==> src/verilog/deep_fifo_pkg.sv <==
package deep_fifo_pkg;

	////////////////////////////////////////////////////////////
	// Data widths
	////////////////////////////////////////////////////////////

	localparam int WORD_W          = 16;
	localparam int WORDS_PER_CHUNK = 4;
	localparam int CHUNK_W         = WORD_W * WORDS_PER_CHUNK;
	localparam int COUNT_W         = 32;

	// Capacities in chunks
	localparam int PACK_DEPTH   = 16;
	localparam int UNPACK_DEPTH = 16;
	localparam int STORE_DEPTH  = 256;

	// Derived sizes for pointer slicing
	localparam int LANE_W       = $clog2(WORDS_PER_CHUNK);
	localparam int PACK_ROW_W   = $clog2(PACK_DEPTH);
	localparam int UNPACK_ROW_W = $clog2(UNPACK_DEPTH);
	localparam int PACK_WORDS   = PACK_DEPTH * WORDS_PER_CHUNK;
	localparam int STORE_AW     = $clog2(STORE_DEPTH);

	////////////////////////////////////////////////////////////
	// Types
	////////////////////////////////////////////////////////////

	typedef logic [WORD_W-1:0]           word_t;
	typedef logic [CHUNK_W-1:0]          chunk_t;
	typedef logic [STORE_AW-1:0]         store_addr_t;
	typedef logic [STORE_AW:0]           chunk_level_t;
	typedef logic [$clog2(PACK_WORDS):0] word_level_t;
	typedef logic [COUNT_W-1:0]          count_t;

	// Unpacker must keep one slot spare for a chunk still in flight
	localparam chunk_level_t READ_FREE_MIN = chunk_level_t'(2);

	typedef enum logic [1:0] {
		IDLE,
		MOVE_IN,
		READ_REQ,
		READ_LAND
	} xfer_state_t;

endpackage

==> src/verilog/chunk_if.sv <==
`timescale 1ns/1ps

// Head of the input buffer, seen by the transfer controller
interface pack_port_if;
	logic                       pop;
	deep_fifo_pkg::chunk_t      chunk;
	logic                       chunk_ready;
	deep_fifo_pkg::word_level_t word_level;

	modport packer (input pop, output chunk, output chunk_ready, output word_level);
	modport ctrl (output pop, input chunk, input chunk_ready);
endinterface

// Store write and read side, plus the landing of chunks in the unpacker
interface store_port_if;
	logic                        wr_en;
	deep_fifo_pkg::chunk_t       wr_chunk;
	logic                        rd_en;
	logic                        push;
	deep_fifo_pkg::chunk_t       rd_chunk;
	deep_fifo_pkg::chunk_level_t chunk_level;
	deep_fifo_pkg::chunk_level_t free_chunks;
	deep_fifo_pkg::word_level_t  word_level;

	modport ctrl (
		output wr_en, output wr_chunk, output rd_en, output push,
		input chunk_level, input free_chunks
	);
	modport store (
		input wr_en, input wr_chunk, input rd_en,
		output rd_chunk, output chunk_level
	);
	modport unpacker (input push, output free_chunks, output word_level);
endinterface

==> src/verilog/transfer_ctrl.sv <==
`timescale 1ns/1ps

module transfer_ctrl (
	input  logic       ti_clk,
	input  logic       rst_n,
	pack_port_if.ctrl  pack,
	store_port_if.ctrl store
);

	deep_fifo_pkg::xfer_state_t state;
	deep_fifo_pkg::xfer_state_t state_nxt;

	logic can_read;

	// Store has data and the unpacker has room for this chunk plus one in flight
	assign can_read = (store.chunk_level != '0) &&
		(store.free_chunks >= deep_fifo_pkg::READ_FREE_MIN);

	////////////////////////////////////////////////////////////
	// State register
	////////////////////////////////////////////////////////////

	always_ff @(posedge ti_clk) begin
		if (!rst_n) begin
			state <= deep_fifo_pkg::IDLE;
		end else begin
			state <= state_nxt;
		end
	end

	////////////////////////////////////////////////////////////
	// Next state
	////////////////////////////////////////////////////////////

	always_comb begin
		state_nxt = state;
		case (state)
			// Arbitrate; writes win so the input buffer never backs up
			deep_fifo_pkg::IDLE,
			deep_fifo_pkg::READ_LAND: begin
				if (pack.chunk_ready) begin
					state_nxt = deep_fifo_pkg::MOVE_IN;
				end else if (can_read) begin
					state_nxt = deep_fifo_pkg::READ_REQ;
				end else begin
					state_nxt = deep_fifo_pkg::IDLE;
				end
			end

			// Head chunk goes straight into the store
			deep_fifo_pkg::MOVE_IN: begin
				state_nxt = deep_fifo_pkg::IDLE;
			end

			// Store data returns next cycle
			deep_fifo_pkg::READ_REQ: begin
				state_nxt = deep_fifo_pkg::READ_LAND;
			end

			default: begin
				state_nxt = deep_fifo_pkg::IDLE;
			end
		endcase
	end

	////////////////////////////////////////////////////////////
	// Strobes decoded from state
	////////////////////////////////////////////////////////////

	assign pack.pop       = (state == deep_fifo_pkg::MOVE_IN);
	assign store.wr_en    = (state == deep_fifo_pkg::MOVE_IN);
	assign store.wr_chunk = pack.chunk;
	assign store.rd_en    = (state == deep_fifo_pkg::READ_REQ);

	// rd_chunk is valid in this state, so the unpacker takes it now
	assign store.push = (state == deep_fifo_pkg::READ_LAND);

endmodule

==> src/flat_wrapper.sv <==
// flat-port wrapper written by rule: the top's interface ports become plain ports
module transfer_ctrl_flat 
  (ti_clk, rst_n, pack_pop, pack_chunk, pack_chunk_ready, store_wr_en, store_wr_chunk, store_rd_en, store_push, store_chunk_level, store_free_chunks);
  pack_port_if pack_i ();
  store_port_if store_i ();
  input  logic ti_clk;
  input  logic rst_n;
  output wire logic [$bits(pack_i.pop)-1:0] pack_pop;
  input wire logic [$bits(pack_i.chunk)-1:0] pack_chunk;
  input wire logic [$bits(pack_i.chunk_ready)-1:0] pack_chunk_ready;
  output wire logic [$bits(store_i.wr_en)-1:0] store_wr_en;
  output wire logic [$bits(store_i.wr_chunk)-1:0] store_wr_chunk;
  output wire logic [$bits(store_i.rd_en)-1:0] store_rd_en;
  output wire logic [$bits(store_i.push)-1:0] store_push;
  input wire logic [$bits(store_i.chunk_level)-1:0] store_chunk_level;
  input wire logic [$bits(store_i.free_chunks)-1:0] store_free_chunks;
  assign pack_pop = pack_i.pop;
  assign pack_i.chunk = pack_chunk;
  assign pack_i.chunk_ready = pack_chunk_ready;
  assign store_wr_en = store_i.wr_en;
  assign store_wr_chunk = store_i.wr_chunk;
  assign store_rd_en = store_i.rd_en;
  assign store_push = store_i.push;
  assign store_i.chunk_level = store_chunk_level;
  assign store_i.free_chunks = store_free_chunks;
  transfer_ctrl u_core (.ti_clk(ti_clk), .rst_n(rst_n), .pack(pack_i), .store(store_i));
endmodule
==> config.mk <==
export PLATFORM = sky130hd
export DESIGN_NAME = transfer_ctrl_flat
export DESIGN_NICKNAME = d
export VERILOG_FILES = /design/src/verilog/deep_fifo_pkg.sv /design/src/verilog/chunk_if.sv /design/src/verilog/transfer_ctrl.sv /design/src/flat_wrapper.sv
export SDC_FILE = /design/constraint.sdc
export NUM_CORES = 1
export LEC_CHECK = 0
export BUFFER_PORTS_ARGS = -buffer_cell sky130_fd_sc_hd__buf_2
export CAP_MARGIN = 10
export CORE_AREA = 3 3 58 60
export DETAILED_ROUTE_END_ITERATION = 12
export DIE_AREA = 0 0 61 63
export MAX_ROUTING_LAYER = met4
export PLACE_DENSITY = 0.8
export SLEW_MARGIN = 20
export SYNTH_ARGS = -nofsm -noshare
export SYNTH_HDL_FRONTEND = slang
export SYNTH_SLANG_ARGS = --single-unit
==> constraint.sdc <==
create_clock -name ti_clk -period 2.8 [get_ports ti_clk]
set_input_delay 0.42 -clock ti_clk [delete_from_list [all_inputs] [get_ports ti_clk]]
set_output_delay 0.42 -clock ti_clk [all_outputs]
set_load 0.02 [all_outputs]
==> impl_metrics.ini <==
[grt]
overflow = 0
grt_start_max_net_pins = 4
first_global_vias = 272
grt_pass1_wl_microns = 1230
grt.total_usage_pct = 4.51
antenna_found_initial = 0

[routing]
antenna_left = 0
vias_per_cell = 4.12
drc = 0
drt_pass1_iterations = 3
dr_total_vias = 321
drt_wl_total_microns = 979
drt_iter0_markers = 10
avgRoutedWirePerCell_microns = 12.6

[timing]
final.setup.tns_ns = 0
period_share_pct = 50.1
fmax_mhz = 713
finalHoldViolations = 0
period_needed_ns = 1.40
worst_slew_pin_slew_ns = 0.250
rsz0062_at_grt = false
setup_slack_ns = 1.40
setup_viol = 0
slew_violations = 0
fin_skew_ns = 0.00739
max-slew-margin-rel_pct = 83.2

[cells_and_area]
drive_gt1_share_pct = 60.0
diodes = 0
max_flop_register = u_core.state
largest_reg_flops = 2
area_growth_pct = -47.6
top_regs = u_core.state x2
fin_nets = 135

[clocking]
cts-root-buf = clkbuf_4
cts_setup_buffers = 0
htree_num_levels = 1
clock_sinks = 2
numCtsBuffers = 3
cts_tree = done
cts.reportedPaths.clkPinSlew_ns = 0.03
insertion_delay_ns = 0.23
hold_buffers = 0
cts_buffer_depth = 2
cts_resized = 0

[placement]
port_buffers = 23
gp_congestion = 0.608
dp_hpwl_microns = 810
post-place-ws_ns = 1.56

[synth]
syn_nets = 172
synthMostInstantiatedCell = buf_4
ys_ff_latch = 2
netlist_area_sq_um = 649
ys_seq_area_share_pct = 6.17
synth_edf_count = 0
ys_types = 14
synthFlopType = dfxtp_1
syn_area_per_cell_sq_um = 7.73
synth_area_leaders = buf_4, dfxtp_1, ha_1, nor2b_1, nor4_1
yosysWarnings = 0
synthTopCellsByCount = buf_4, ha_1
synthArstFlopShare_pct = 0
postSynthCellCount = 84
yosysTopAreaCell = buf_4
synth_top_area_share_pct = 75.1

[floorplanning]
start_util_pct = 21.8
die-width_microns = 61
design.core.area_sq_um = 2980
die-height_microns = 63
io_pins = 153
rows = 20
dieArea_sq_um = 3840

[critical_path]
crit_type = reg2out
cpPeakStageDelay_ns = 0.34
crit_arrival_ns = 0.98
path_cells = inv_1 > ha_1 > buf_2
crit_required_ns = 2.38
endpoint_kind = output port
r2r_start = u_core.state[0]
critPathCapture = store_rd_en
cp_slowest_cell = dfxtp_1
worstReg2RegEnd = u_core.state[1]
crit_start = u_core.state[0]
crit_path_start_kind = register
crit_fanout = 3
rrSetupSlack_ns = 1.60
r2r_cells = 5

[power_and_ir_drop]
ir_worst_vdd_uv = 62.4
pwr_density_cell_nw_per_um2 = 430
p_leak_nw = 0.173

[worst_hold_path]
hold_class = in2reg

[run]
drv_cap = 0

[run_status]
status = completed
metrics by stage:
stage                     std cells  total power [mW]  hold slack, ns  util (%)  area, sq um
final                            78             0.147           0.452      11.4          340
after global routing             78             0.161           0.465      11.4          340
after CTS                        78             0.152           0.443      11.4          340
after detailed placement         75            0.0818           0.677      10.7          318
after global placement           75            0.0808           0.676      10.7          318
after floorplan                  84             0.197           0.548         -          649
per-layer routing:
metal  GRT usage (%)  vias up  share of wire [%]
li1                -      121                  -
met1            1.96      121                 21
met2            4.81       51                 35
met3            4.96       28                 28
met4            8.94        0                 16
met5               -        -                  0
report_power, final:
part	internal (mW)	total [mW]	switching (mW)
clock network	0.0474	0.0654	0.0180
logic	0.0224	0.0456	0.0232
registers	0.0326	0.0355	0.00295
total	0.102	0.147	0.0441
cell families (layout without fill, tap and decap cells):
group	after synthesis	count (layout)	synth area share, %
and+or+nand+nor	9	9	8.47
AOI/OAI and AO/OA	3	3	3.28
buffers and inverters	67	28	76.3
DFF	2	2	6.17
adders and majority gates	3	3	5.78
layout by cell type (no fill, tap or decap), drive strengths merged:
cell type and instances:
nand2 1, buf 23, a21oi 1, ha 3, nand3 1, a211oi 1, nor3 1, a22o 1
dfxtp 2, inv 2, nor4 3, nor2 1, nor2b 2, clkbuf 3
cell type report:
| type | instances | area [sq um] |
|---|---|---|
| fill | 343 | 2640 |
| timing repair buffer | 23 | 115 |
| multi-input combinational | 15 | 114 |
| tap | 33 | 41.3 |
| sequential | 2 | 40.0 |
| clock buffer | 3 | 22.5 |
| inverter | 2 | 7.51 |
worst min path at each step:
| stage | slack [ns] | endpoint | from | cells past startpoint |
|---|---|---|---|---|
| after CTS | 0.44 | u_core.state[0] | rst_n | 2 |
| after floorplan | 0.55 | u_core.state[0] | rst_n | 1 |
| after global routing | 0.46 | u_core.state[1] | rst_n | 2 |
| after global placement | 0.68 | u_core.state[0] | rst_n | 2 |
| after detailed placement | 0.68 | u_core.state[0] | rst_n | 2 |
| final | 0.45 | u_core.state[1] | rst_n | 2 |
worst max-delay path: cells and delay by family (launching register included):
kind | cells | cell delay, ns
fa+ha+maj | 1 | 0.20
buf+inv | 2 | 0.21
flops | 1 | 0.34
Note: power is estimated with default switching activity, not from simulation.
