**src/verilog/deep_fifo_pkg.sv**
```systemverilog
package deep_fifo_pkg;

	////////////////////////////////////////////////////////////
	// Data widths
	////////////////////////////////////////////////////////////

	localparam int WORD_W          = 16;
	localparam int WORDS_PER_CHUNK = 4;
	localparam int CHUNK_W         = WORD_W * WORDS_PER_CHUNK;
	localparam int COUNT_W         = 32;

	// Capacities in chunks
	localparam int PACK_DEPTH   = 16;
	localparam int UNPACK_DEPTH = 16;
	localparam int STORE_DEPTH  = 256;

	// Derived sizes for pointer slicing
	localparam int LANE_W       = $clog2(WORDS_PER_CHUNK);
	localparam int PACK_ROW_W   = $clog2(PACK_DEPTH);
	localparam int UNPACK_ROW_W = $clog2(UNPACK_DEPTH);
	localparam int PACK_WORDS   = PACK_DEPTH * WORDS_PER_CHUNK;
	localparam int STORE_AW     = $clog2(STORE_DEPTH);

	////////////////////////////////////////////////////////////
	// Types
	////////////////////////////////////////////////////////////

	typedef logic [WORD_W-1:0]           word_t;
	typedef logic [CHUNK_W-1:0]          chunk_t;
	typedef logic [STORE_AW-1:0]         store_addr_t;
	typedef logic [STORE_AW:0]           chunk_level_t;
	typedef logic [$clog2(PACK_WORDS):0] word_level_t;
	typedef logic [COUNT_W-1:0]          count_t;

	// Unpacker must keep one slot spare for a chunk still in flight
	localparam chunk_level_t READ_FREE_MIN = chunk_level_t'(2);

	typedef enum logic [1:0] {
		IDLE,
		MOVE_IN,
		READ_REQ,
		READ_LAND
	} xfer_state_t;

endpackage

```
**src/verilog/chunk_if.sv**
```systemverilog


// Store write and read side, plus the landing of chunks in the unpacker
interface store_port_if;
	logic                        wr_en;
	deep_fifo_pkg::chunk_t       wr_chunk;
	logic                        rd_en;
	logic                        push;
	deep_fifo_pkg::chunk_t       rd_chunk;
	deep_fifo_pkg::chunk_level_t chunk_level;
	deep_fifo_pkg::chunk_level_t free_chunks;
	deep_fifo_pkg::word_level_t  word_level;

	modport ctrl (
		output wr_en, output wr_chunk, output rd_en, output push,
		input chunk_level, input free_chunks
	);
	modport store (
		input wr_en, input wr_chunk, input rd_en,
		output rd_chunk, output chunk_level
	);
	modport unpacker (input push, output free_chunks, output word_level);
endinterface

```
**src/verilog/word_unpacker.sv**
```systemverilog
`timescale 1ns/1ps

module word_unpacker (
	input  logic                  ti_clk,
	input  logic                  rst_n,
	store_port_if.unpacker        port,
	input  deep_fifo_pkg::chunk_t rd_chunk,
	input  logic                  fifo_read,
	output deep_fifo_pkg::word_t  fifo_data_out
);

	deep_fifo_pkg::word_t [deep_fifo_pkg::WORDS_PER_CHUNK-1:0] mem [deep_fifo_pkg::UNPACK_DEPTH];

	// Word pointers; the write side only moves by whole chunks
	deep_fifo_pkg::word_level_t wr_ptr;
	deep_fifo_pkg::word_level_t rd_ptr;
	deep_fifo_pkg::word_level_t level;

	logic [deep_fifo_pkg::UNPACK_ROW_W-1:0] wr_row;
	logic [deep_fifo_pkg::UNPACK_ROW_W-1:0] rd_row;
	logic [deep_fifo_pkg::LANE_W-1:0]       rd_lane;
	logic [deep_fifo_pkg::UNPACK_ROW_W:0]   used_rows;
	logic                                   empty;

	assign level   = wr_ptr - rd_ptr;
	assign empty   = (level == '0);
	assign wr_row  = wr_ptr[deep_fifo_pkg::LANE_W +: deep_fifo_pkg::UNPACK_ROW_W];
	assign rd_row  = rd_ptr[deep_fifo_pkg::LANE_W +: deep_fifo_pkg::UNPACK_ROW_W];
	assign rd_lane = rd_ptr[deep_fifo_pkg::LANE_W-1:0];

	// A partly read row still holds its slot
	assign used_rows = wr_ptr[deep_fifo_pkg::LANE_W +: deep_fifo_pkg::UNPACK_ROW_W + 1] -
		rd_ptr[deep_fifo_pkg::LANE_W +: deep_fifo_pkg::UNPACK_ROW_W + 1];

	assign port.free_chunks = deep_fifo_pkg::chunk_level_t'(deep_fifo_pkg::UNPACK_DEPTH) -
		deep_fifo_pkg::chunk_level_t'(used_rows);
	assign port.word_level  = level;

	////////////////////////////////////////////////////////////
	// Pointers and output word
	////////////////////////////////////////////////////////////

	always_ff @(posedge ti_clk) begin
		if (!rst_n) begin
			wr_ptr        <= '0;
			rd_ptr        <= '0;
			fifo_data_out <= '0;
		end else begin
			if (port.push) begin
				wr_ptr <= wr_ptr +
					deep_fifo_pkg::word_level_t'(deep_fifo_pkg::WORDS_PER_CHUNK);
			end
			// Empty read keeps the last word on the output
			if (fifo_read && !empty) begin
				fifo_data_out <= mem[rd_row][rd_lane];
				rd_ptr        <= rd_ptr + 1'b1;
			end
		end
	end

	always_ff @(posedge ti_clk) begin
		if (port.push) begin
			mem[wr_row] <= rd_chunk;
		end
	end

	// Landing chunk must find a free row
	push_needs_room: assert property (
		@(posedge ti_clk) disable iff (!rst_n)
		port.push |-> (port.free_chunks != '0)
	);

endmodule

```
**src/flat_wrapper.sv**
```systemverilog
// flat-port wrapper written by rule: the top's interface ports become plain ports
module word_unpacker_flat 
  (ti_clk, rst_n, rd_chunk, fifo_read, fifo_data_out, port_push, port_free_chunks, port_word_level);
  store_port_if port_i ();
  input  logic ti_clk;
  input  logic rst_n;
  input  deep_fifo_pkg::chunk_t rd_chunk;
  input  logic fifo_read;
  output deep_fifo_pkg::word_t fifo_data_out;
  input wire logic [$bits(port_i.push)-1:0] port_push;
  output wire logic [$bits(port_i.free_chunks)-1:0] port_free_chunks;
  output wire logic [$bits(port_i.word_level)-1:0] port_word_level;
  assign port_i.push = port_push;
  assign port_free_chunks = port_i.free_chunks;
  assign port_word_level = port_i.word_level;
  word_unpacker u_core (.ti_clk(ti_clk), .rst_n(rst_n), .port(port_i), .rd_chunk(rd_chunk), .fifo_read(fifo_read), .fifo_data_out(fifo_data_out));
endmodule
```
**config.mk**
```make
export PLATFORM = sky130hd
export DESIGN_NAME = word_unpacker_flat
export DESIGN_NICKNAME = d
export VERILOG_FILES = /design/src/verilog/deep_fifo_pkg.sv /design/src/verilog/chunk_if.sv /design/src/verilog/word_unpacker.sv /design/src/flat_wrapper.sv
export SDC_FILE = /design/constraint.sdc
export NUM_CORES = 1
export LEC_CHECK = 0
export ABC_CLOCK_PERIOD_IN_PS = 2700
export BUFFER_PORTS_ARGS = -buffer_cell sky130_fd_sc_hd__buf_4
export CAP_MARGIN = 20
export CORE_MARGIN = 2
export CORE_UTILIZATION = 47
export CTS_BUF_LIST = sky130_fd_sc_hd__clkbuf_16
export DETAILED_ROUTE_END_ITERATION = 8
export GPL_ROUTABILITY_DRIVEN = 0
export MAX_ROUTING_LAYER = met4
export PLACE_DENSITY_LB_ADDON = 0.08
export SYNTH_ARGS = -nofsm -noshare
export SYNTH_HDL_FRONTEND = slang
export SYNTH_SLANG_ARGS = --single-unit
```
**constraint.sdc**
```tcl
create_clock -name ti_clk -period 2.7 [get_ports ti_clk]
set_input_delay 0.405 -clock ti_clk [delete_from_list [all_inputs] [get_ports ti_clk]]
set_output_delay 0.405 -clock ti_clk [all_outputs]
set_load 0.02 [all_outputs]
```
==> summary.md <==
| Metric | Value |
|---|---|
| Die W | `297 um` |
| CP Capture Type | `output port` |
| Slew margin rel. | `a little under a third` |
| Core ar. | `85000 um^2` |
| Peak supply drop | `between 500 and 600 uV` |
| Cell family with most CP delay | `adder cells` |
| Initial Util | `47.4%` |
| Placed Cells | `3041` |
| Filler-free cell count of the finished design | `3271` |
| Worst-Margin Slew | `1.05 ns` |
| Clk buf depth | `3` |
| Vias in the first global route | `20300` |
| Htree depth | `3` |
| Clk pin slew, worst setup/hold paths | `0.06 ns` |
| First-pass GRT wire length | `147 mm` |
| Die Y | `a little under 300 um` |
| RSZ-0062 raised after global routing | `yes` |
| Setup-failing EPs final | `23` |
| Buffers on Ports | `99` |
| Hold Vio Cnt, Final | `0` |
| Failing checks | `negative setup slack` |
| CP Class | `flop to output port` |
| Clock sink count | `1056` |
| # fillers | `6416` |
| Max capacitance violation total | `0` |
| Worst Path Required | `2.30 ns` |
| Setup crit start kind | `flop` |
| Async SR Flop Fraction | `0%` |
| Iter 0 DRT Violations | `1704` |
| CP Cell Sequence | `buf_6 -> ha_4 -> inv_2 -> fa_2 -> a21o_1 -> a21oi_2 -> xor2_2 -> xnor2_1 -> buf_4` |
| DP HPWL | `roughly 56 mm` |
| Post-layout worst setup margin | `-0.201 ns` |
| Hold Path Class | `primary input to flop` |
| Period utilization | `107%` |
| Nets@finish | `2113` |
| Overall Power | `~0.035 W` |
| CP max stage delay | `0.34 ns` |
| Clock root cell | `clkbuf_16` |
| Layout cell share with drive strength beyond 1 | `33.7%` |
| Yosys top cell area share | `around three quarters` |
| Synthesis-to-layout area growth | `17.8%` |
| Most frequent cells in the layout | `edfxtp_1, mux4_2, buf_4` |
| Top cells by area, synth | `edfxtp_1, mux4_2, a22oi_1, dfxtp_1, clkbuf_1` |
| Wire length per cell | `31.1 um` |
| Largest net degree at the start of global routing | `66` |
| DRT Pass-1 Iters | `5` |
| Fin crit period | `2.90 ns` |
| Post-synthesis sequential area ratio | `77.9%` |
| Leading area contributor after synthesis | `edfxtp_1` |
| Cell area after synthesis | `slightly above 40000 um^2` |
| Post-Syn Nets | `1876` |
| Most used DFF post-synth | `edfxtp_1` |
| Number of synthesized register bits | `approximately 1100` |
| Clk_lat worst skew | `0.66 ns` |
| Slowest cell on crit path | `dfxtp_2` |
| Pwr per Cell Area | `729 nW/um^2` |
| Final ANT Viol Nets | `0` |
| GRT Total Usage | `23.9%` |
| Worst Path Arrival | `2.50 ns` |
| Post-synth cell types | `46` |
| Avg Cell Area, Syn | `approximately 22 um^2` |
| Slew Viols, Final | `0` |
| CTS tree | `built` |
| Most common cell after layout, fill and taps aside | `edfxtp_1` |
| Clk_skew | `0.0260 ns` |
| Avg Vias per Cell | `5.95` |
| CTS Buf Count | `108` |
| Number of synthesized flops with an enable pin | `approximately 1000` |
| Buf/Inv on CP | `3` |
| Status | `complete, but fails checks` |
| Die Area | `88100 um^2` |
| I/O pins | `100` |
| Fmax | `345 MHz` |
| Std cell rows | `107` |
| Post-Syn Instances | `1794` |
| Drt total wl | `102 mm` |
| Initial antenna violation count | `5` |
| Crit Path Max Fanout | `2` |
| P_leak | `between 10 and 15 nW` |
| DR DRC count | `0` |
| Ys Warns | `0` |
| Vias | `19500` |
| Gr ovfl total | `0` |
==> repair_timing <==
action,in CTS,in global routing
setup endpoints to repair,25,37
pin swaps,13,10
endpoints found under the hold margin,16,0
hold buffers,1,0
gates resized for setup,29,45
cloned,1,0
setup buffers,13,9
==> synthesized netlist by cell type (all sizes together), types with 4 or more instances <==
library cell	n
o2bb2ai	16
nand2b	12
clkbuf	62
nand4	18
nand3	45
and2	24
nor2	10
mux4	256
edfxtp	1024
dfxtp	32
nor2b	7
ha	13
buf	41
mux2i	22
inv	14
o21ai	6
a22oi	92
xnor2	12
mux2	4
nand2	17
nor3	4
o211ai	27
xor2	5
==> final cells by class <==
type / instances / area [um^2] / share of cell area [%]
flip-flops and latches: 1056 / 31400 / 66.2
multi-input cells: 622 / 8820 / 18.6
clock buffers: 111 / 2780 / 5.85
repair buffers: 229 / 2350 / 4.96
well taps: 1144 / 1430 / 3.02
clock inverters: 90 / 612 / 1.29
inverters: 14 / 55.1 / 0.116
diodes: 5 / 12.5 / 0.0264
==> routing by layer <==
layer	track usage [%]	part of all wire [%]	wire [um]	up-vias
li1	-	-	-	8149
met1	33.0	44	44400	10700
met2	38.1	49	50100	534
met3	3.66	5.5	5590	112
met4	5.03	1.5	1510	0
met5	-	0	0	-
==> stage by stage <==
step                instance area [um^2]  worst slack, ns  hold WS [ns]  utilization [%]  TNS (ns)
finish                             47500           -0.201        0.0441             55.8     -1.82
global route                       47500           -0.297        0.0401             55.8     -4.37
CTS                                47200           -0.204      0.000364             55.5     -1.36
detailed placement                 43500          -0.0598         0.452             51.2    -0.759
global placement                   43500         -0.00626         0.454             51.2   -0.0597
floorplan                          40400          0.00556         0.456                -         0
==> flip-flops by register name, summed over array words and instances, names as in the netlist, named ones only <==
signal	count
u_core.wr_ptr	5
u_core.rd_ptr	7
u_core.fifo_data_out	16
u_core.mem	1024
==> kinds of logic (layout without fill, tap and decap cells) <==
logic type	count (synthesis)	after routing	synth area share, %
buffers and inverters	117	444	1.27
AO/OA/AOI/OAI	163	163	3.10
AND/OR/NAND/NOR	145	146	1.97
flip-flops	1056	1056	77.9
XOR/XNOR	17	17	0.369
multiplexers	282	282	15.0
adder cells (fa/ha/maj)	14	14	0.453
other	0	5	0
==> where the power goes <==
| part | switching [W] | internal, W | leakage [nW] |
|---|---|---|---|
| clock network | 0.00602 | 0.00824 | 1.78 |
| logic | 0.00123 | 0.000802 | 3.55 |
| registers | 0.0000968 | 0.0182 | 9.52 |
| total | 0.00734 | 0.0273 | 14.8 |
==> path summary, 6_finish.rpt <==
path	start	end	slack (ns)	depth (start not counted)
worst max-delay path	u_core.rd_ptr[2]	port_free_chunks[4]	-0.20	9
worst min-delay path	rd_chunk[28]	u_core.mem[11][28]	0.04	1
worst max register to register	u_core.wr_ptr[2]	u_core.fifo_data_out[5]	-0.06	11
worst min register to register	u_core.fifo_data_out[12]	u_core.fifo_data_out[12]	0.48	1
No activity file was read; power rests on OpenSTA's default activity.
