--- config.mk ---
export PLATFORM = sky130hd
export DESIGN_NAME = occupancy_monitor
export DESIGN_NICKNAME = d
export VERILOG_FILES = /design/src/verilog/deep_fifo_pkg.sv /design/src/verilog/occupancy_monitor.sv
export SDC_FILE = /design/constraint.sdc
export NUM_CORES = 1
export LEC_CHECK = 0
export BUFFER_PORTS_ARGS = -buffer_cell sky130_fd_sc_hd__buf_2
export CAP_MARGIN = 15
export CORE_UTILIZATION = 47
export DETAILED_ROUTE_END_ITERATION = 6
export GPL_ROUTABILITY_DRIVEN = 0
export PLACE_DENSITY_LB_ADDON = 0.25
export SKIP_CTS_REPAIR_TIMING = 1
export SLEW_MARGIN = 20
export SYNTH_ARGS = -nofsm -noshare
export SYNTH_HDL_FRONTEND = slang
export SYNTH_SLANG_ARGS = --single-unit
--- constraint.sdc ---
create_clock -name ti_clk -period 5.5 [get_ports ti_clk]
set_input_delay 0 -clock ti_clk [delete_from_list [all_inputs] [get_ports ti_clk]]
set_output_delay 0 -clock ti_clk [all_outputs]
set_load 0.01 [all_outputs]
--- src/verilog/deep_fifo_pkg.sv ---
package deep_fifo_pkg;

	////////////////////////////////////////////////////////////
	// Data widths
	////////////////////////////////////////////////////////////

	localparam int WORD_W          = 16;
	localparam int WORDS_PER_CHUNK = 4;
	localparam int CHUNK_W         = WORD_W * WORDS_PER_CHUNK;
	localparam int COUNT_W         = 32;

	// Capacities in chunks
	localparam int PACK_DEPTH   = 16;
	localparam int UNPACK_DEPTH = 16;
	localparam int STORE_DEPTH  = 256;

	// Derived sizes for pointer slicing
	localparam int LANE_W       = $clog2(WORDS_PER_CHUNK);
	localparam int PACK_ROW_W   = $clog2(PACK_DEPTH);
	localparam int UNPACK_ROW_W = $clog2(UNPACK_DEPTH);
	localparam int PACK_WORDS   = PACK_DEPTH * WORDS_PER_CHUNK;
	localparam int STORE_AW     = $clog2(STORE_DEPTH);

	////////////////////////////////////////////////////////////
	// Types
	////////////////////////////////////////////////////////////

	typedef logic [WORD_W-1:0]           word_t;
	typedef logic [CHUNK_W-1:0]          chunk_t;
	typedef logic [STORE_AW-1:0]         store_addr_t;
	typedef logic [STORE_AW:0]           chunk_level_t;
	typedef logic [$clog2(PACK_WORDS):0] word_level_t;
	typedef logic [COUNT_W-1:0]          count_t;

	// Unpacker must keep one slot spare for a chunk still in flight
	localparam chunk_level_t READ_FREE_MIN = chunk_level_t'(2);

	typedef enum logic [1:0] {
		IDLE,
		MOVE_IN,
		READ_REQ,
		READ_LAND
	} xfer_state_t;

endpackage

--- src/verilog/occupancy_monitor.sv ---
`timescale 1ns/1ps

module occupancy_monitor (
	input  logic                        ti_clk,
	input  logic                        rst_n,
	input  deep_fifo_pkg::word_level_t  pack_level,
	input  deep_fifo_pkg::chunk_level_t store_level,
	input  deep_fifo_pkg::word_level_t  unpack_level,
	output deep_fifo_pkg::count_t       num_words
);

	deep_fifo_pkg::count_t store_words;
	deep_fifo_pkg::count_t total;

	// Store level is kept in chunks
	assign store_words = deep_fifo_pkg::count_t'(store_level) *
		deep_fifo_pkg::count_t'(deep_fifo_pkg::WORDS_PER_CHUNK);

	assign total = deep_fifo_pkg::count_t'(pack_level) +
		store_words +
		deep_fifo_pkg::count_t'(unpack_level);

	// One cycle behind the levels it sums
	always_ff @(posedge ti_clk) begin
		if (!rst_n) begin
			num_words <= '0;
		end else begin
			num_words <= total;
		end
	end

endmodule

==> reports/qor.csv, run 1 <==
stage;metric;value;unit
floorplanning;IO Pins;57;
global_routing;first-pass GRT wire length;3040;um
drt;drc violations;0;
yosys;Syn Inst Count;114;
yosys;async set-reset flop share out of synthesis;0;
power;Static Leak;0.000633;uW
drt;max layer used;met4;
drt;via count;851;
yosys;cell accounting for the most synthesized area;dfxtp_1;
clock_tree;CTS root buf;clkbuf_4;
timing;Final min period;1770;ps
drt;ANT nets after route;0;
worst_setup_path;crit path kind;in2reg;
worst_setup_path;critical path launch point type;primary input;
yosys;Post-Synth Adder-Cell Area;0.224;
clock_tree;Sink Count;12;
power;PwrDens;248;nW/um^2
worst_setup_path;critical path buffer and inverter count;3;
final_layout;area delta synth->final;15.7;%
yosys;Post-Syn Area;1040;sq um
worst_setup_path;worst-path fanout max;3;
worst_setup_path;critical path arrival;1940;ps
global_routing;largest net degree at the start of global routing;19;
drt;via/cell ratio;4.78;
yosys;count leader, synth;buf_4;
yosys;top cell type's share of synthesized area;0.231;
timing;WHS;-10.2;ps
final_layout;Biggest register;num_words;
timing;RSZ-0062 raised after global routing;false;
drt;Initial DRC Count;15;
timing;Final Max Slew Viols;0;
global_routing;vias in the first global route;753;
yosys;Yosys cell types;35;
clock_tree;CTS tree;yes;
yosys;largest family of logic cells by synthesized area;adder cells;
global_routing;Total GRT Usage;0.163;
worst_setup_path;critical path's slowest cell;fa_1;
yosys;xor-xnor portion of the synthesized cell area;0.00841;
hold_path;class of the worst hold path;in2reg;
placed_design;dpl hpwl;1530;um
clock_tree;CTS H-tree depth;1;
worst_setup_path;CP required;5660;ps
yosys;post-synthesis simple-gate area fraction;0.172;
yosys;Synth Register Bits;12;
yosys;Mean Syn Cell Area;9.13;sq um
drt;Avg WL per Cell;10.2;um
worst_setup_path;Worst Setup End Kind;flop;
global_routing;antenna violations before repair;0;
floorplanning;Site Rows;16;
clock_tree;total CTS buffers;3;
drt;final WL;1810;um
floorplanning;Initial Util;0.515;
final_layout;ANT cells;0;
drt;DR pass1 iterations;4;
power;total power;299;uW
final_layout;max FFs per register;12;
run_status;outcome;finished with violations;
job;max-cap violations;0;
worst_setup_path;crit-path leading delay family;adder cells;
clock_tree;Clock Path Buffers;2;
final_layout;Post-layout nets;192;
drt;met1 WL;739;um
final_layout;Regs by FF count;num_words x12;
yosys;ys flop type;dfxtp_1;
final_layout;layout filler cell count;196;
clock_tree;Clock transition at path regs;70;ps
yosys;post-synthesis mux area share;0.0288;
yosys;sequential-to-total area share from yosys stat;0.231;
yosys;YS warnings;0;
yosys;post-synthesis compound-gate area fraction;0.145;
power;IR drop worst, VDD;0.119;mV
floorplanning;Die X;49.1;um
floorplanning;core area;2020;sq um
yosys;number of flops mapped to enable cells by yosys;0;
placed_design;pre-CTS setup slack;3450;ps
worst_setup_path;CP cell instances;buf_2, inv_1, fa_1, inv_1, fa_1, a211oi_2, o21ai_1, and2_4, and3_1;
yosys;Synth area leaders;dfxtp_1 23%, buf_4 14%, fa_1 12%, ha_1 11%, inv_1 3.6%;
run_status;failing checks;negative hold slack;
global_routing;grt ovf;0;
final_layout;ratio of cells with drive above 1 in the final layout;0.305;
timing;Final period util;0.322;
timing;final setup fails;0;
drt;met3 routed wirelength;101;um
placed_design;PortBufs;36;
floorplanning;die height;49.1;um
timing;max frequency;564;MHz
floorplanning;die area;2410;sq um
worst_setup_path;CP peak stage delay;530;ps
drt;WL met2;938;um
timing;Worst Setup Slack, final;3730;ps
final_layout;Util after Layout;0.596;
timing;setup TNS;0;ps
yosys;Post-synth top cells;20 x buf_4, 12 x dfxtp_1, 10 x inv_1;
timing;Hold Violations, Final;1;
==> per-layer routing <==
metal | vias to the layer above | global-route usage
met5 | - | 0
met4 | 0 | 0.0882
met3 | 4 | 0.0156
met2 | 37 | 0.306
met1 | 383 | 0.176
li1 | 427 | -
==> area by class of cell <==
type | count | area (sq um) | area share
multi-input combinational | 89 | 677 | 0.562
sequential | 12 | 240 | 0.199
timing repair buffer | 36 | 180 | 0.150
inverter | 10 | 37.5 | 0.0312
clock buffer | 4 | 36.3 | 0.0301
tap | 27 | 33.8 | 0.0280
==> logic make-up (layout without fill, tap and decap cells) <==
kind of cell / count (synthesis) / after routing
fa+ha+maj: 15 / 15
xor+xnor: 1 / 1
flops: 12 / 12
buf+inv: 32 / 50
simple gates: 29 / 29
other cells: 1 / 20
compound gates: 21 / 21
mux: 3 / 3
==> where the power goes <==
group	switching [uW]	total [uW]	internal, uW
Sequential	2.70	103	100
Combinational	72.6	129	56.0
Clock	27.0	67.2	40.2
==> per-stage QoR <==
| step | hold WS, ps | std cells | area, sq um |
|---|---|---|---|
| CTS | -13.3 | 178 | 1200 |
| finish | -10.2 | 178 | 1200 |
| detailed placement | 269 | 174 | 1170 |
| global route | 13.8 | 178 | 1200 |
| global placement | 267 | 174 | 1170 |
| floorplan | 139 | 133 | 1110 |
==> path summary, 6_finish.rpt <==
| check | startpoint | to | cells after the start |
|---|---|---|---|
| setup / recovery | pack_level[2] | num_words[11] | 9 |
| hold / removal | store_level[6] | num_words[8] | 3 |
==> placed cells by master (no fill, tap or decap), types with 2 or more instances in the layout <==
| master | instances |
|---|---|
| buf_2 | 36 |
| clkbuf_4 | 3 |
| o21ai_1 | 2 |
| nand3b_1 | 4 |
| nand3_1 | 2 |
| dfxtp_1 | 12 |
| nor2_1 | 3 |
| inv_1 | 10 |
| mux2i_1 | 3 |
| o211ai_1 | 2 |
| ha_1 | 9 |
| nand2_1 | 5 |
| and3_1 | 3 |
| o21ai_0 | 5 |
| conb_1 | 20 |
| and2_1 | 5 |
| nand4_1 | 2 |
| a211oi_1 | 2 |
| fa_1 | 6 |
Power figures use the tool's default switching activity.
==> inputs of run 2 (changes only) <==
- ABC_AREA: default -> 1
- CORE_UTILIZATION: 47 -> 40
- clock period: 5.5 -> 1.49 ns (I/O delays scaled with it)
==> reports/qor.csv, run 2 <==
stage;metric;value;unit
floorplanning;Initial Util;0.442;
worst_setup_path;crit-path leading delay family;adder cells;
floorplanning;Die X;52.6;um
floorplanning;IO Pins;57;
worst_setup_path;CP cell instances;buf_4, inv_8, fa_1, inv_2, fa_2, nand2_2, nand3_2, nand2_2, o21bai_2, nand2_1, nand2_1, nor2_1;
clock_tree;Clock Path Buffers;2;
timing;Final period util;0.947;
timing;Final Max Slew Viols;0;
final_layout;layout filler cell count;225;
timing;Hold Violations, Final;2;
power;switching power;414;uW
final_layout;Biggest register;num_words;
final_layout;area delta synth->final;23.7;%
timing;setup TNS;0;ps
yosys;Synth Register Bits;12;
yosys;post-synthesis simple-gate area fraction;0.238;
drt;via count;875;
worst_setup_path;critical path arrival;1620;ps
drt;DR pass1 iterations;4;
job;max-cap violations;0;
drt;Initial DRC Count;10;
power;Static Leak;0.000740;uW
yosys;post-synthesis mux area share;0;
floorplanning;die height;52.6;um
worst_setup_path;Worst Setup End Kind;flop;
yosys;Mean Syn Cell Area;7.76;sq um
yosys;Synth area leaders;dfxtp_1 23%, buf_4 15%, fa_1 12%, ha_1 11%, nand2_1 8.8%;
power;Internal;722;uW
yosys;Syn Inst Count;132;
yosys;YS warnings;0;
power;Comb power frac;0.437;
clock_tree;total CTS buffers;3;
drt;via/cell ratio;4.29;
worst_setup_path;critical path launch point type;primary input;
clock_tree;CTS root buf;clkbuf_4;
yosys;post-synthesis compound-gate area fraction;0.0806;
drt;drc violations;0;
drt;final WL;1810;um
final_layout;Register Area;240;sq um
final_layout;Regs by FF count;num_words x12;
yosys;Yosys cell types;19;
yosys;top cell type's share of synthesized area;0.234;
clock_tree;Sink Count;12;
final_layout;commonest non-fill, non-tap cell in the layout;buf_2;
clock_tree;CTS H-tree depth;1;
power;clock share of power;0.234;
yosys;xor-xnor portion of the synthesized cell area;0;
yosys;Post-synth top cells;24 x nand2_1, 21 x buf_4, 16 x inv_1;
yosys;number of flops mapped to enable cells by yosys;0;
timing;WHS;-13.4;ps
worst_setup_path;CP peak stage delay;550;ps
floorplanning;core area;2320;sq um
yosys;Post-Synth Adder-Cell Area;0.227;
clock_tree;CTS tree;yes;
yosys;async set-reset flop share out of synthesis;0;
worst_setup_path;crit path kind;in2reg;
drt;Avg WL per Cell;8.87;um
floorplanning;die area;2770;sq um
final_layout;footprint of the multi-input gates;654;sq um
global_routing;largest net degree at the start of global routing;13;
yosys;sequential-to-total area share from yosys stat;0.234;
run_status;outcome;finished with violations;
final_layout;Post-layout nets;217;
final_layout;ANT cells;0;
global_routing;vias in the first global route;773;
power;PwrDens;897;nW/um^2
clock_tree;Clock transition at path regs;80;ps
global_routing;first-pass GRT wire length;2900;um
worst_setup_path;CP startpoint;unpack_level[2];
power;switch share;0.365;
worst_setup_path;worst-path fanout max;3;
final_layout;ratio of cells with drive above 1 in the final layout;0.381;
yosys;count leader, synth;nand2_1;
timing;RSZ-0062 raised after global routing;false;
worst_setup_path;critical path's slowest cell;fa_1;
global_routing;Total GRT Usage;0.140;
placed_design;dpl hpwl;1540;um
power;IR drop worst, VDD;0.474;mV
global_routing;antenna violations before repair;0;
global_routing;grt ovf;0;
placed_design;PortBufs;36;
hold_path;Hold Crit Start;store_level[7];
yosys;Post-Syn Area;1020;sq um
worst_setup_path;critical path buffer and inverter count;3;
final_layout;most frequent cells in the layout;35 x buf_2, 22 x nand2_1, 20 x conb_1;
yosys;ys flop type;dfxtp_1;
drt;ANT nets after route;0;
yosys;cell accounting for the most synthesized area;dfxtp_1;
worst_setup_path;CP required;1700;ps
power;share of power burned in registers;0.329;
hold_path;class of the worst hold path;in2reg;
floorplanning;Site Rows;17;
timing;max frequency;708;MHz
run_status;failing checks;negative hold slack;
power;total power;1140;uW
timing;final setup fails;0;
timing;Final min period;1410;ps
final_layout;max FFs per register;12;
yosys;largest family of logic cells by synthesized area;simple AND/OR/NAND/NOR gates;
-- run 2: cell count changes after synthesis, sizes merged, moves of 3 or more --
| cell | before | now |
|---|---|---|
| a21oi | 2 | 8 |
| and2 | 6 | 0 |
| and3 | 3 | 0 |
| inv | 10 | 17 |
| mux2i | 3 | 0 |
| nand2 | 5 | 28 |
| nand3 | 2 | 9 |
| nand3b | 4 | 0 |
| nor2 | 3 | 14 |
| o211ai | 3 | 0 |
| o21ai | 7 | 3 |
-- run 2: worst paths after layout --
path / end / slack, ps / cells past startpoint
worst max-delay path: num_words[7] / 80 / 12
worst min-delay path: num_words[9] / -10 / 3
-- run 2: cells by family (layout without fill, tap and decap cells) --
logic type	after synthesis	in the layout
other	1	20
flip-flops	12	12
buffers and inverters	38	63
AND/OR/NAND/NOR	52	52
adder cells (fa/ha/maj)	15	15
AO/OA/AOI/OAI	14	14
-- run 2: layout make-up --
class	count	share of cell area
Inverter	17	0.0563
Multi-Input combinational cell	101	0.516
Timing Repair Buffer	42	0.182
Tap cell	28	0.0276
Sequential cell	12	0.190
Clock buffer	4	0.0286
-- run 2: stage by stage --
stage / utilization / cells / area, sq um / worst slack [ps]
2_1_floorplan: - / 151 / 1110 / -15.4
3_5_place_dp: 0.516 / 198 / 1200 / -246
5_1_grt: 0.547 / 204 / 1270 / 5.06
3_3_place_gp: 0.516 / 198 / 1200 / -215
4_1_cts: 0.532 / 202 / 1230 / 38.2
6_report: 0.547 / 204 / 1270 / 78.2
-- run 2: per-layer routing --
metal | vias to the layer above | global-route usage | wire (um)
li1 | 460 | - | -
met1 | 377 | 0.157 | 754
met2 | 34 | 0.259 | 932
met3 | 4 | 0.0203 | 95
met4 | 0 | 0.0526 | 25
met5 | - | 0 | 0
-- run 2: power groups by stage --
stage | clock network (uW) | registers (uW) | logic (uW)
6_report | 266 | 374 | 496
4_1_cts | 272 | 375 | 478
3_3_place_gp | 0 | 381 | 468
2_1_floorplan | 0 | 409 | 334
3_5_place_dp | 0 | 382 | 476
5_1_grt | 286 | 380 | 565
-- run 2: tightest hold or removal path: stages --
cell and delay, ps:
buf_2 120, nor2_1 50, nor2_2 60
