## config.mk

```make
export PLATFORM = sky130hd
export DESIGN_NAME = word_packer_flat
export DESIGN_NICKNAME = d
export VERILOG_FILES = /design/src/verilog/deep_fifo_pkg.sv /design/src/verilog/chunk_if.sv /design/src/verilog/word_packer.sv /design/src/flat_wrapper.sv
export SDC_FILE = /design/constraint.sdc
export NUM_CORES = 1
export LEC_CHECK = 0
export ABC_CLOCK_PERIOD_IN_PS = 3500
export BUFFER_PORTS_ARGS = -buffer_cell sky130_fd_sc_hd__buf_2
export CELL_PAD_IN_SITES_DETAIL_PLACEMENT = 0
export CELL_PAD_IN_SITES_GLOBAL_PLACEMENT = 1
export CORE_MARGIN = 3
export CORE_UTILIZATION = 36
export CTS_BUF_LIST = sky130_fd_sc_hd__clkbuf_4
export DETAILED_ROUTE_END_ITERATION = 10
export GPL_TIMING_DRIVEN = 0
export PLACE_DENSITY = 0.58
export SKIP_CTS_REPAIR_TIMING = 1
export SYNTH_ARGS = -nofsm -noshare
export SYNTH_HDL_FRONTEND = slang
export SYNTH_SLANG_ARGS = --single-unit
export TNS_END_PERCENT = 20
```

## constraint.sdc

```tcl
create_clock -name ti_clk -period 3.5 [get_ports ti_clk]
set_input_delay 0.525 -clock ti_clk [delete_from_list [all_inputs] [get_ports ti_clk]]
set_output_delay 0.525 -clock ti_clk [all_outputs]
set_load 0.02 [all_outputs]
```

## src/verilog/deep_fifo_pkg.sv

```systemverilog
package deep_fifo_pkg;

	////////////////////////////////////////////////////////////
	// Data widths
	////////////////////////////////////////////////////////////

	localparam int WORD_W          = 16;
	localparam int WORDS_PER_CHUNK = 4;
	localparam int CHUNK_W         = WORD_W * WORDS_PER_CHUNK;
	localparam int COUNT_W         = 32;

	// Capacities in chunks
	localparam int PACK_DEPTH   = 16;
	localparam int UNPACK_DEPTH = 16;
	localparam int STORE_DEPTH  = 256;

	// Derived sizes for pointer slicing
	localparam int LANE_W       = $clog2(WORDS_PER_CHUNK);
	localparam int PACK_ROW_W   = $clog2(PACK_DEPTH);
	localparam int UNPACK_ROW_W = $clog2(UNPACK_DEPTH);
	localparam int PACK_WORDS   = PACK_DEPTH * WORDS_PER_CHUNK;
	localparam int STORE_AW     = $clog2(STORE_DEPTH);

	////////////////////////////////////////////////////////////
	// Types
	////////////////////////////////////////////////////////////

	typedef logic [WORD_W-1:0]           word_t;
	typedef logic [CHUNK_W-1:0]          chunk_t;
	typedef logic [STORE_AW-1:0]         store_addr_t;
	typedef logic [STORE_AW:0]           chunk_level_t;
	typedef logic [$clog2(PACK_WORDS):0] word_level_t;
	typedef logic [COUNT_W-1:0]          count_t;

	// Unpacker must keep one slot spare for a chunk still in flight
	localparam chunk_level_t READ_FREE_MIN = chunk_level_t'(2);

	typedef enum logic [1:0] {
		IDLE,
		MOVE_IN,
		READ_REQ,
		READ_LAND
	} xfer_state_t;

endpackage

```

## src/verilog/chunk_if.sv

```systemverilog
`timescale 1ns/1ps

// Head of the input buffer, seen by the transfer controller
interface pack_port_if;
	logic                       pop;
	deep_fifo_pkg::chunk_t      chunk;
	logic                       chunk_ready;
	deep_fifo_pkg::word_level_t word_level;

	modport packer (input pop, output chunk, output chunk_ready, output word_level);
	modport ctrl (output pop, input chunk, input chunk_ready);
endinterface


```

## src/verilog/word_packer.sv

```systemverilog
`timescale 1ns/1ps

module word_packer (
	input  logic                 ti_clk,
	input  logic                 rst_n,
	input  logic                 fifo_write,
	input  deep_fifo_pkg::word_t fifo_data_in,
	pack_port_if.packer          port
);

	// Each row holds one chunk, lane 0 in the low bits
	deep_fifo_pkg::word_t [deep_fifo_pkg::WORDS_PER_CHUNK-1:0] mem [deep_fifo_pkg::PACK_DEPTH];

	// Word pointers with one extra wrap bit
	deep_fifo_pkg::word_level_t wr_ptr;
	deep_fifo_pkg::word_level_t rd_ptr;
	deep_fifo_pkg::word_level_t level;

	logic [deep_fifo_pkg::LANE_W-1:0]     wr_lane;
	logic [deep_fifo_pkg::PACK_ROW_W-1:0] wr_row;
	logic [deep_fifo_pkg::PACK_ROW_W-1:0] rd_row;
	logic                                 accept;

	assign level   = wr_ptr - rd_ptr;
	assign wr_lane = wr_ptr[deep_fifo_pkg::LANE_W-1:0];
	assign wr_row  = wr_ptr[deep_fifo_pkg::LANE_W +: deep_fifo_pkg::PACK_ROW_W];
	assign rd_row  = rd_ptr[deep_fifo_pkg::LANE_W +: deep_fifo_pkg::PACK_ROW_W];

	// A word that arrives while full is lost
	assign accept = fifo_write &&
		(level != deep_fifo_pkg::word_level_t'(deep_fifo_pkg::PACK_WORDS));

	////////////////////////////////////////////////////////////
	// Pointers
	////////////////////////////////////////////////////////////

	always_ff @(posedge ti_clk) begin
		if (!rst_n) begin
			wr_ptr <= '0;
			rd_ptr <= '0;
		end else begin
			if (accept) begin
				wr_ptr <= wr_ptr + 1'b1;
			end
			// Pop always takes a whole chunk
			if (port.pop) begin
				rd_ptr <= rd_ptr +
					deep_fifo_pkg::word_level_t'(deep_fifo_pkg::WORDS_PER_CHUNK);
			end
		end
	end

	always_ff @(posedge ti_clk) begin
		if (accept) begin
			mem[wr_row][wr_lane] <= fifo_data_in;
		end
	end

	////////////////////////////////////////////////////////////
	// Head chunk, shown ahead of the pop
	////////////////////////////////////////////////////////////

	assign port.chunk       = mem[rd_row];
	assign port.chunk_ready = level >=
		deep_fifo_pkg::word_level_t'(deep_fifo_pkg::WORDS_PER_CHUNK);

	// Residual words of a partial chunk are counted as well
	assign port.word_level = level;

	// Controller may only pop a complete chunk
	pop_needs_chunk: assert property (
		@(posedge ti_clk) disable iff (!rst_n)
		port.pop |-> port.chunk_ready
	);

endmodule

```

## src/flat_wrapper.sv

```systemverilog
// flat-port wrapper written by rule: the top's interface ports become plain ports
module word_packer_flat 
  (ti_clk, rst_n, fifo_write, fifo_data_in, port_pop, port_chunk, port_chunk_ready, port_word_level);
  pack_port_if port_i ();
  input  logic ti_clk;
  input  logic rst_n;
  input  logic fifo_write;
  input  deep_fifo_pkg::word_t fifo_data_in;
  input wire logic [$bits(port_i.pop)-1:0] port_pop;
  output wire logic [$bits(port_i.chunk)-1:0] port_chunk;
  output wire logic [$bits(port_i.chunk_ready)-1:0] port_chunk_ready;
  output wire logic [$bits(port_i.word_level)-1:0] port_word_level;
  assign port_i.pop = port_pop;
  assign port_chunk = port_i.chunk;
  assign port_chunk_ready = port_i.chunk_ready;
  assign port_word_level = port_i.word_level;
  word_packer u_core (.ti_clk(ti_clk), .rst_n(rst_n), .fifo_write(fifo_write), .fifo_data_in(fifo_data_in), .port(port_i));
endmodule
```

==> results of run 1 <==
-- cell usage after synthesis, types with 2 or more instances --
| master | number | area (µm²) |
|---|---|---|
| edfxtp_1 | 1024 | 30700 |
| mux4_2 | 320 | 7210 |
| nor2_1 | 77 | 289 |
| clkbuf_1 | 37 | 139 |
| buf_2 | 23 | 115 |
| nand2_1 | 19 | 71.3 |
| dfxtp_1 | 16 | 320 |
| inv_1 | 12 | 45.0 |
| buf_1 | 10 | 37.5 |
| ha_1 | 9 | 113 |
| buf_4 | 8 | 60.1 |
| nand3_1 | 8 | 40.0 |
| a21oi_1 | 6 | 30.0 |
| buf_6 | 5 | 56.3 |
| xnor2_1 | 5 | 43.8 |
| nand4_1 | 3 | 18.8 |
| mux2i_1 | 2 | 20.0 |
| nand2b_1 | 2 | 12.5 |
| nand3b_1 | 2 | 15.0 |
| nor2b_1 | 2 | 12.5 |
| o21ai_0 | 2 | 10.0 |
| or3_1 | 2 | 12.5 |
| xnor2_2 | 2 | 32.5 |
| xor2_1 | 2 | 17.5 |
-- path summary, 6_finish.rpt --
kind | startpoint | endpoint | slack (ns) | cells after the start
max | register | port_chunk[27] | -0.27 | 5
min | fifo_data_in[1] | u_core.mem[4][17] | 0.19 | 1
max reg2reg | u_core.wr_ptr[2] | u_core.mem[4][48] | 0.07 | 13
min reg2reg | u_core.wr_ptr[6] | u_core.wr_ptr[6] | 0.54 | 2
-- registers in the layout, indices dropped and copies added (netlist names), named ones only --
name and flops:
u_core.rd_ptr 5, u_core.wr_ptr 7, u_core.mem 1024
-- worst max-delay path: stages, from the launching register on --
cell and delay (ns):
dfxtp_4 0.47, clkbuf_16 0.27, buf_12 0.18, mux4_2 0.53, mux4_2 0.54, buf_6 0.16
-- layout make-up --
class / instances / area (µm²) / area share [%]
diodes: 5 / 12.5 / 0.0261
plain buffers: 80 / 951 / 1.98
clock buffers: 404 / 3030 / 6.32
clock inverters: 60 / 308 / 0.641
inverters: 12 / 55.1 / 0.115
multi-input cells: 478 / 8480 / 17.7
flip-flops and latches: 1040 / 31100 / 64.7
well taps: 1476 / 1850 / 3.85
repair buffers: 186 / 2250 / 4.69
-- power by group --
part           leakage (nW)  switching (mW)  total (mW)  internal, mW
Sequential             9.34          0.0251        13.8          13.7
Combinational          3.75            1.19        2.21          1.02
Clock                  2.01            4.74        10.2          5.48
-- logic make-up after synthesis --
family	share of synthesized area, %
adder cells (fa/ha/maj)	0.334
multiplexers	18.2
AND/OR/NAND/NOR	1.35
XOR/XNOR	0.237
buffers and inverters	1.14
flip-flops	78.3
AO/OA/AOI/OAI	0.379
-- layer usage --
metal	vias to the layer above	wire, µm
li1	8079	-
met1	10300	43000
met2	773	49000
met3	127	6630
met4	0	1860
met5	-	0
-- stage by stage --
step                power [mW]  TNS (ns)  std cells
floorplan                 15.2    -13.28       1613
global placement          15.9  -1422.27       3180
detailed placement        16.0   -502.04       3244
CTS                       26.3   -613.75       3708
global route              27.3    -24.27       3738
finish                    26.2    -14.19       3741
==> key figures, run 1 <==
Outcome
  – Outcome: complete, but fails checks
  – Failing checks: setup timing

Synthesis
  – Sequential area share after synthesis: 78.3%
  – Mapped Nets: 1643
  – Post-Synthesis Cells: 1613
  – Fraction of registers with async set/reset: 0%
  – Synth Flop Type: edfxtp_1
  – Number of distinct library cells after synthesis: 39
  – Synth Register Bits: 1040
  – Mapped cell area: 0.0397 mm²
  – EDFF count, synth: 1024
  – YS warnings: 0
  – Avg Cell Area, Syn: 24.6 µm²

Worst hold path
  – Worst hold path class: primary input to register

STA
  – RSZ-0062 raised after global routing: yes
  – Slew headroom: 6.53%
  – FMAX: 0.265 GHz
  – Final Skew: 0.0718 ns
  – Max-slew violations: 0
  – Hold_ws: 0.190 ns
  – Period utilization: 108%
  – Setup ws final: -0.273 ns
  – Period minus WS final: 3.77 ns
  – Finish-stage setup viols: 65
  – Final hold violations: 0
  – Worst slew pin tran: 1.40 ns

Cells and area
  – Syn-to-layout area delta: 21.1%
  – Number of nets in the layout: 2119
  – Post-route cell area: 0.0480 mm²
  – Fill cells: 9396
  – Most common cell after layout, fill and taps aside: edfxtp_1
  – Most frequent cells in the layout: edfxtp_1, clkbuf_4, mux4_2
  – Util after Layout: 44.0%
  – Share of cells above drive strength 1: 47.3%

Die
  – Std cell rows: 121
  – I/O pin cnt: 92
  – Die Ht: 338 µm
  – Die area: 0.114 mm²
  – Core outline area: 0.109 mm²
  – Starting Density: 36.3%
  – Die Width: 338 µm

Clock tree
  – Clk sinks: 1040
  – H-tree levels: 5
  – Later-pin clock latency in the skew report: 1.12 ns
  – Clk slew on worst S/H paths: 0.06 ns
  – Clock root cell: clkbuf_4
  – TritonCTS clock tree: done
  – CTS buffer count: 291
  – CTS max path bufs: 4

Flow run
  – Maxcap violations: 0

Critical path
  – CP Launch Type: register
  – Crit path capture type: output pin
  – Worst path arrival time: 3.25 ns
  – CP Max Fanout: 10
  – Kind of critical path: register to output pin
  – WP data required: 2.97 ns

Power
  – PD cells: 545 mW/mm²
  – Peak supply drop: 0.238 mV
  – Static Leak: 15.1 nW

Route
  – Vias per std cell: 5.16
  – WL final: 101000 µm
  – Drt first pass iters: 5
  – Routed wire per std cell: 26.9 µm
  – Initial drt markers: 1805
  – Via count: 19300
  – Residual DRC: 0
  – Routed Antenna Nets: 0

Place
  – Dpl ws: -0.833 ns
  – Placed inst area: 0.0434 mm²
  – GPL Wtd Cong: 0.745
  – PortBufs: 91
  – Post-DP HPWL: 63800 µm

Global route
  – GR Util met1: 24.2%
  – Largest net degree at the start of global routing: 65
  – Grt ovf: 0
  – GRT Total Usage: 17.8%
  – Layer with the highest usage: met2
  – Vias in the first global route: 20500
  – GR Util met2: 28.5%
  – Initial antenna violation count: 3
  – First-pass GRT wire length: 143000 µm
  – Grt met3 use: 4.42%
No activity file was read; power rests on OpenSTA's default activity.
==> inputs of run 2 (changes only) <==
--- a/config.mk
+++ b/config.mk
@@ -10,11 +10,11 @@
 export CELL_PAD_IN_SITES_DETAIL_PLACEMENT = 0
 export CELL_PAD_IN_SITES_GLOBAL_PLACEMENT = 1
 export CORE_MARGIN = 3
-export CORE_UTILIZATION = 36
+export CORE_UTILIZATION = 53
 export CTS_BUF_LIST = sky130_fd_sc_hd__clkbuf_4
 export DETAILED_ROUTE_END_ITERATION = 10
 export GPL_TIMING_DRIVEN = 0
-export PLACE_DENSITY = 0.58
+export PLACE_DENSITY = 0.79
 export SKIP_CTS_REPAIR_TIMING = 1
 export SYNTH_ARGS = -nofsm -noshare
 export SYNTH_HDL_FRONTEND = slang
==> run 2 against run 1 <==
  * The flow still finishes with violations (setup timing)
  * Via count is 0.83% lower
  * Design area down 3.2%
  * Total power decreased by 4.2%
  * Sequential share of layout area up 2.1 points
  * Critical path depth unchanged
  * Sequential power is essentially flat
  * Cell count is 15% lower
  * Non-clock buffer count is 14 lower
  * Worst setup slack better by 0.11 ns
  * Highest routed layer is now met5
  * Clock skew fell by 0.024 ns
  * Core utilization is 19 points higher
  * Critical endpoint is now port_chunk[47]
  * Global-route usage rose by 5.9 points
==> key figures, run 2 (synthesized netlist as in run 1, its figures left out) <==
Outcome
  – Outcome: complete, but fails checks
  – Failing checks: setup timing

Cells and area
  – Syn-to-layout area delta: 17.2%
  – Most common cell after layout, fill and taps aside: edfxtp_1
  – Most frequent cells in the layout: edfxtp_1, clkbuf_4, mux4_2
  – Util after Layout: 63.2%
  – Biggest registers after layout: u_core.mem x1024, u_core.wr_ptr x7, u_core.rd_ptr x5
  – Post-route non-filler standard cell count: 3167
  – Max reg flops: 1024
  – Share of cells above drive strength 1: 46.2%
  – Largest Register: u_core.mem
  – Number of nets in the layout: 2053
  – Post-route cell area: 0.0465 mm²

Route
  – Residual DRC: 0
  – Routed wire per std cell: 28.5 µm
  – Drt first pass iters: 7
  – Via count: 19200
  – Vias per std cell: 6.05
  – Routed Antenna Nets: 0
  – WL final: 90200 µm
  – Initial drt markers: 2325

STA
  – Period utilization: 105%
  – Slew headroom: 8.82%
  – Worst slew pin tran: 1.37 ns
  – Final hold violations: 0
  – FMAX: 0.273 GHz
  – Max-slew violations: 0
  – RSZ-0062 raised after global routing: yes
  – Hold_ws: 0.298 ns
  – Post-route setup TNS: -5.49 ns
  – Setup ws final: -0.162 ns
  – Final Skew: 0.0478 ns
  – Period minus WS final: 3.66 ns
  – Finish-stage setup viols: 64

Global route
  – Initial antenna violation count: 3
  – Grt ovf: 0
  – GRT Total Usage: 23.7%
  – Largest net degree at the start of global routing: 65
  – First-pass GRT wire length: 132000 µm
  – Vias in the first global route: 20000

Clock tree
  – Clk sinks: 1040
  – Clk slew on worst S/H paths: 0.07 ns
  – Clock root cell: clkbuf_4
  – Later-pin clock latency in the skew report: 1.03 ns
  – CTS max path bufs: 3
  – H-tree levels: 4
  – CTS buffer count: 239
  – TritonCTS clock tree: done

Critical path
  – WP data required: 2.97 ns
  – Crit-path cells: buf_12 -> buf_8 -> mux4_2 -> mux4_2 -> buf_2
  – Max incr delay on CP: 0.54 ns
  – CP Launch Type: register
  – Largest delay share family, worst path: multiplexers
  – CP Max Fanout: 10
  – Slowest CP cell: mux4_2
  – CP most frequent cell: mux4_2
  – Kind of critical path: register to output pin
  – Worst path arrival time: 3.14 ns
  – CP bufs+invs: 3
  – Crit path capture type: output pin

Place
  – Dpl ws: -0.368 ns
  – Post-DP HPWL: 56300 µm
  – Placed inst area: 0.0427 mm²
  – Placed Cells: 2727
  – GPL Wtd Cong: 0.779
  – PortBufs: 91

Worst hold path
  – Worst hold path class: primary input to register

Die
  – Starting Density: 53.9%
  – Core outline area: 0.0736 mm²
  – Die area: 0.0782 mm²
  – Std cell rows: 99
  – Die Width: 280 µm
  – Die Ht: 280 µm
  – I/O pin cnt: 92

Power
  – Peak supply drop: 0.264 mV
  – Final Power: 25.1 mW
  – PD cells: 539 mW/mm²
  – Static Leak: 14.7 nW

Flow run
  – Maxcap violations: 0
-- run 2: cell count changes in the layout (fill, tap and decap cells not counted), moves of 13 or more --
cell	change
buf_6	-23
buf_2	+24
nor2_4	-18
buf_8	+13
nor2_2	+18
clkbuf_4	-59
-- run 2: path summary, 6_finish.rpt --
kind | from | end | slack (ns) | depth (start not counted)
worst max-delay path | register | port_chunk[47] | -0.16 | 5
worst min-delay path | fifo_data_in[0] | u_core.mem[12][16] | 0.30 | 1
worst max register to register | u_core.wr_ptr[2] | u_core.mem[13][42] | 0.10 | 12
worst min register to register | u_core.wr_ptr[6] | u_core.wr_ptr[6] | 0.51 | 2
-- run 2: layer usage --
layer / GRT usage (%) / part of all wire (%) / vias up
met5: 0 / 0.014 / -
met4: 7.76 / 1.9 / 2
met3: 6.68 / 9.5 / 124
met2: 38.4 / 51 / 1035
met1: 31.7 / 38 / 10100
li1: - / - / 7909
-- run 2: layout make-up --
type | count | area [µm²]
inverter | 12 | 47.5
timing repair buffer | 172 | 1890
sequential | 1040 | 31100
multi-input combinational | 478 | 8410
buffer | 80 | 856
tap | 959 | 1200
clock inverter | 68 | 345
antenna | 1 | 2.50
fill | 4872 | 27100
clock buffer | 357 | 2680
-- run 2: where the power goes --
group	leakage, nW	internal, mW	switching (mW)
sequential	9.34	13.7	0.0216
combinational	3.55	0.926	1.12
clock	1.81	4.79	4.50
total	14.7	19.4	5.64
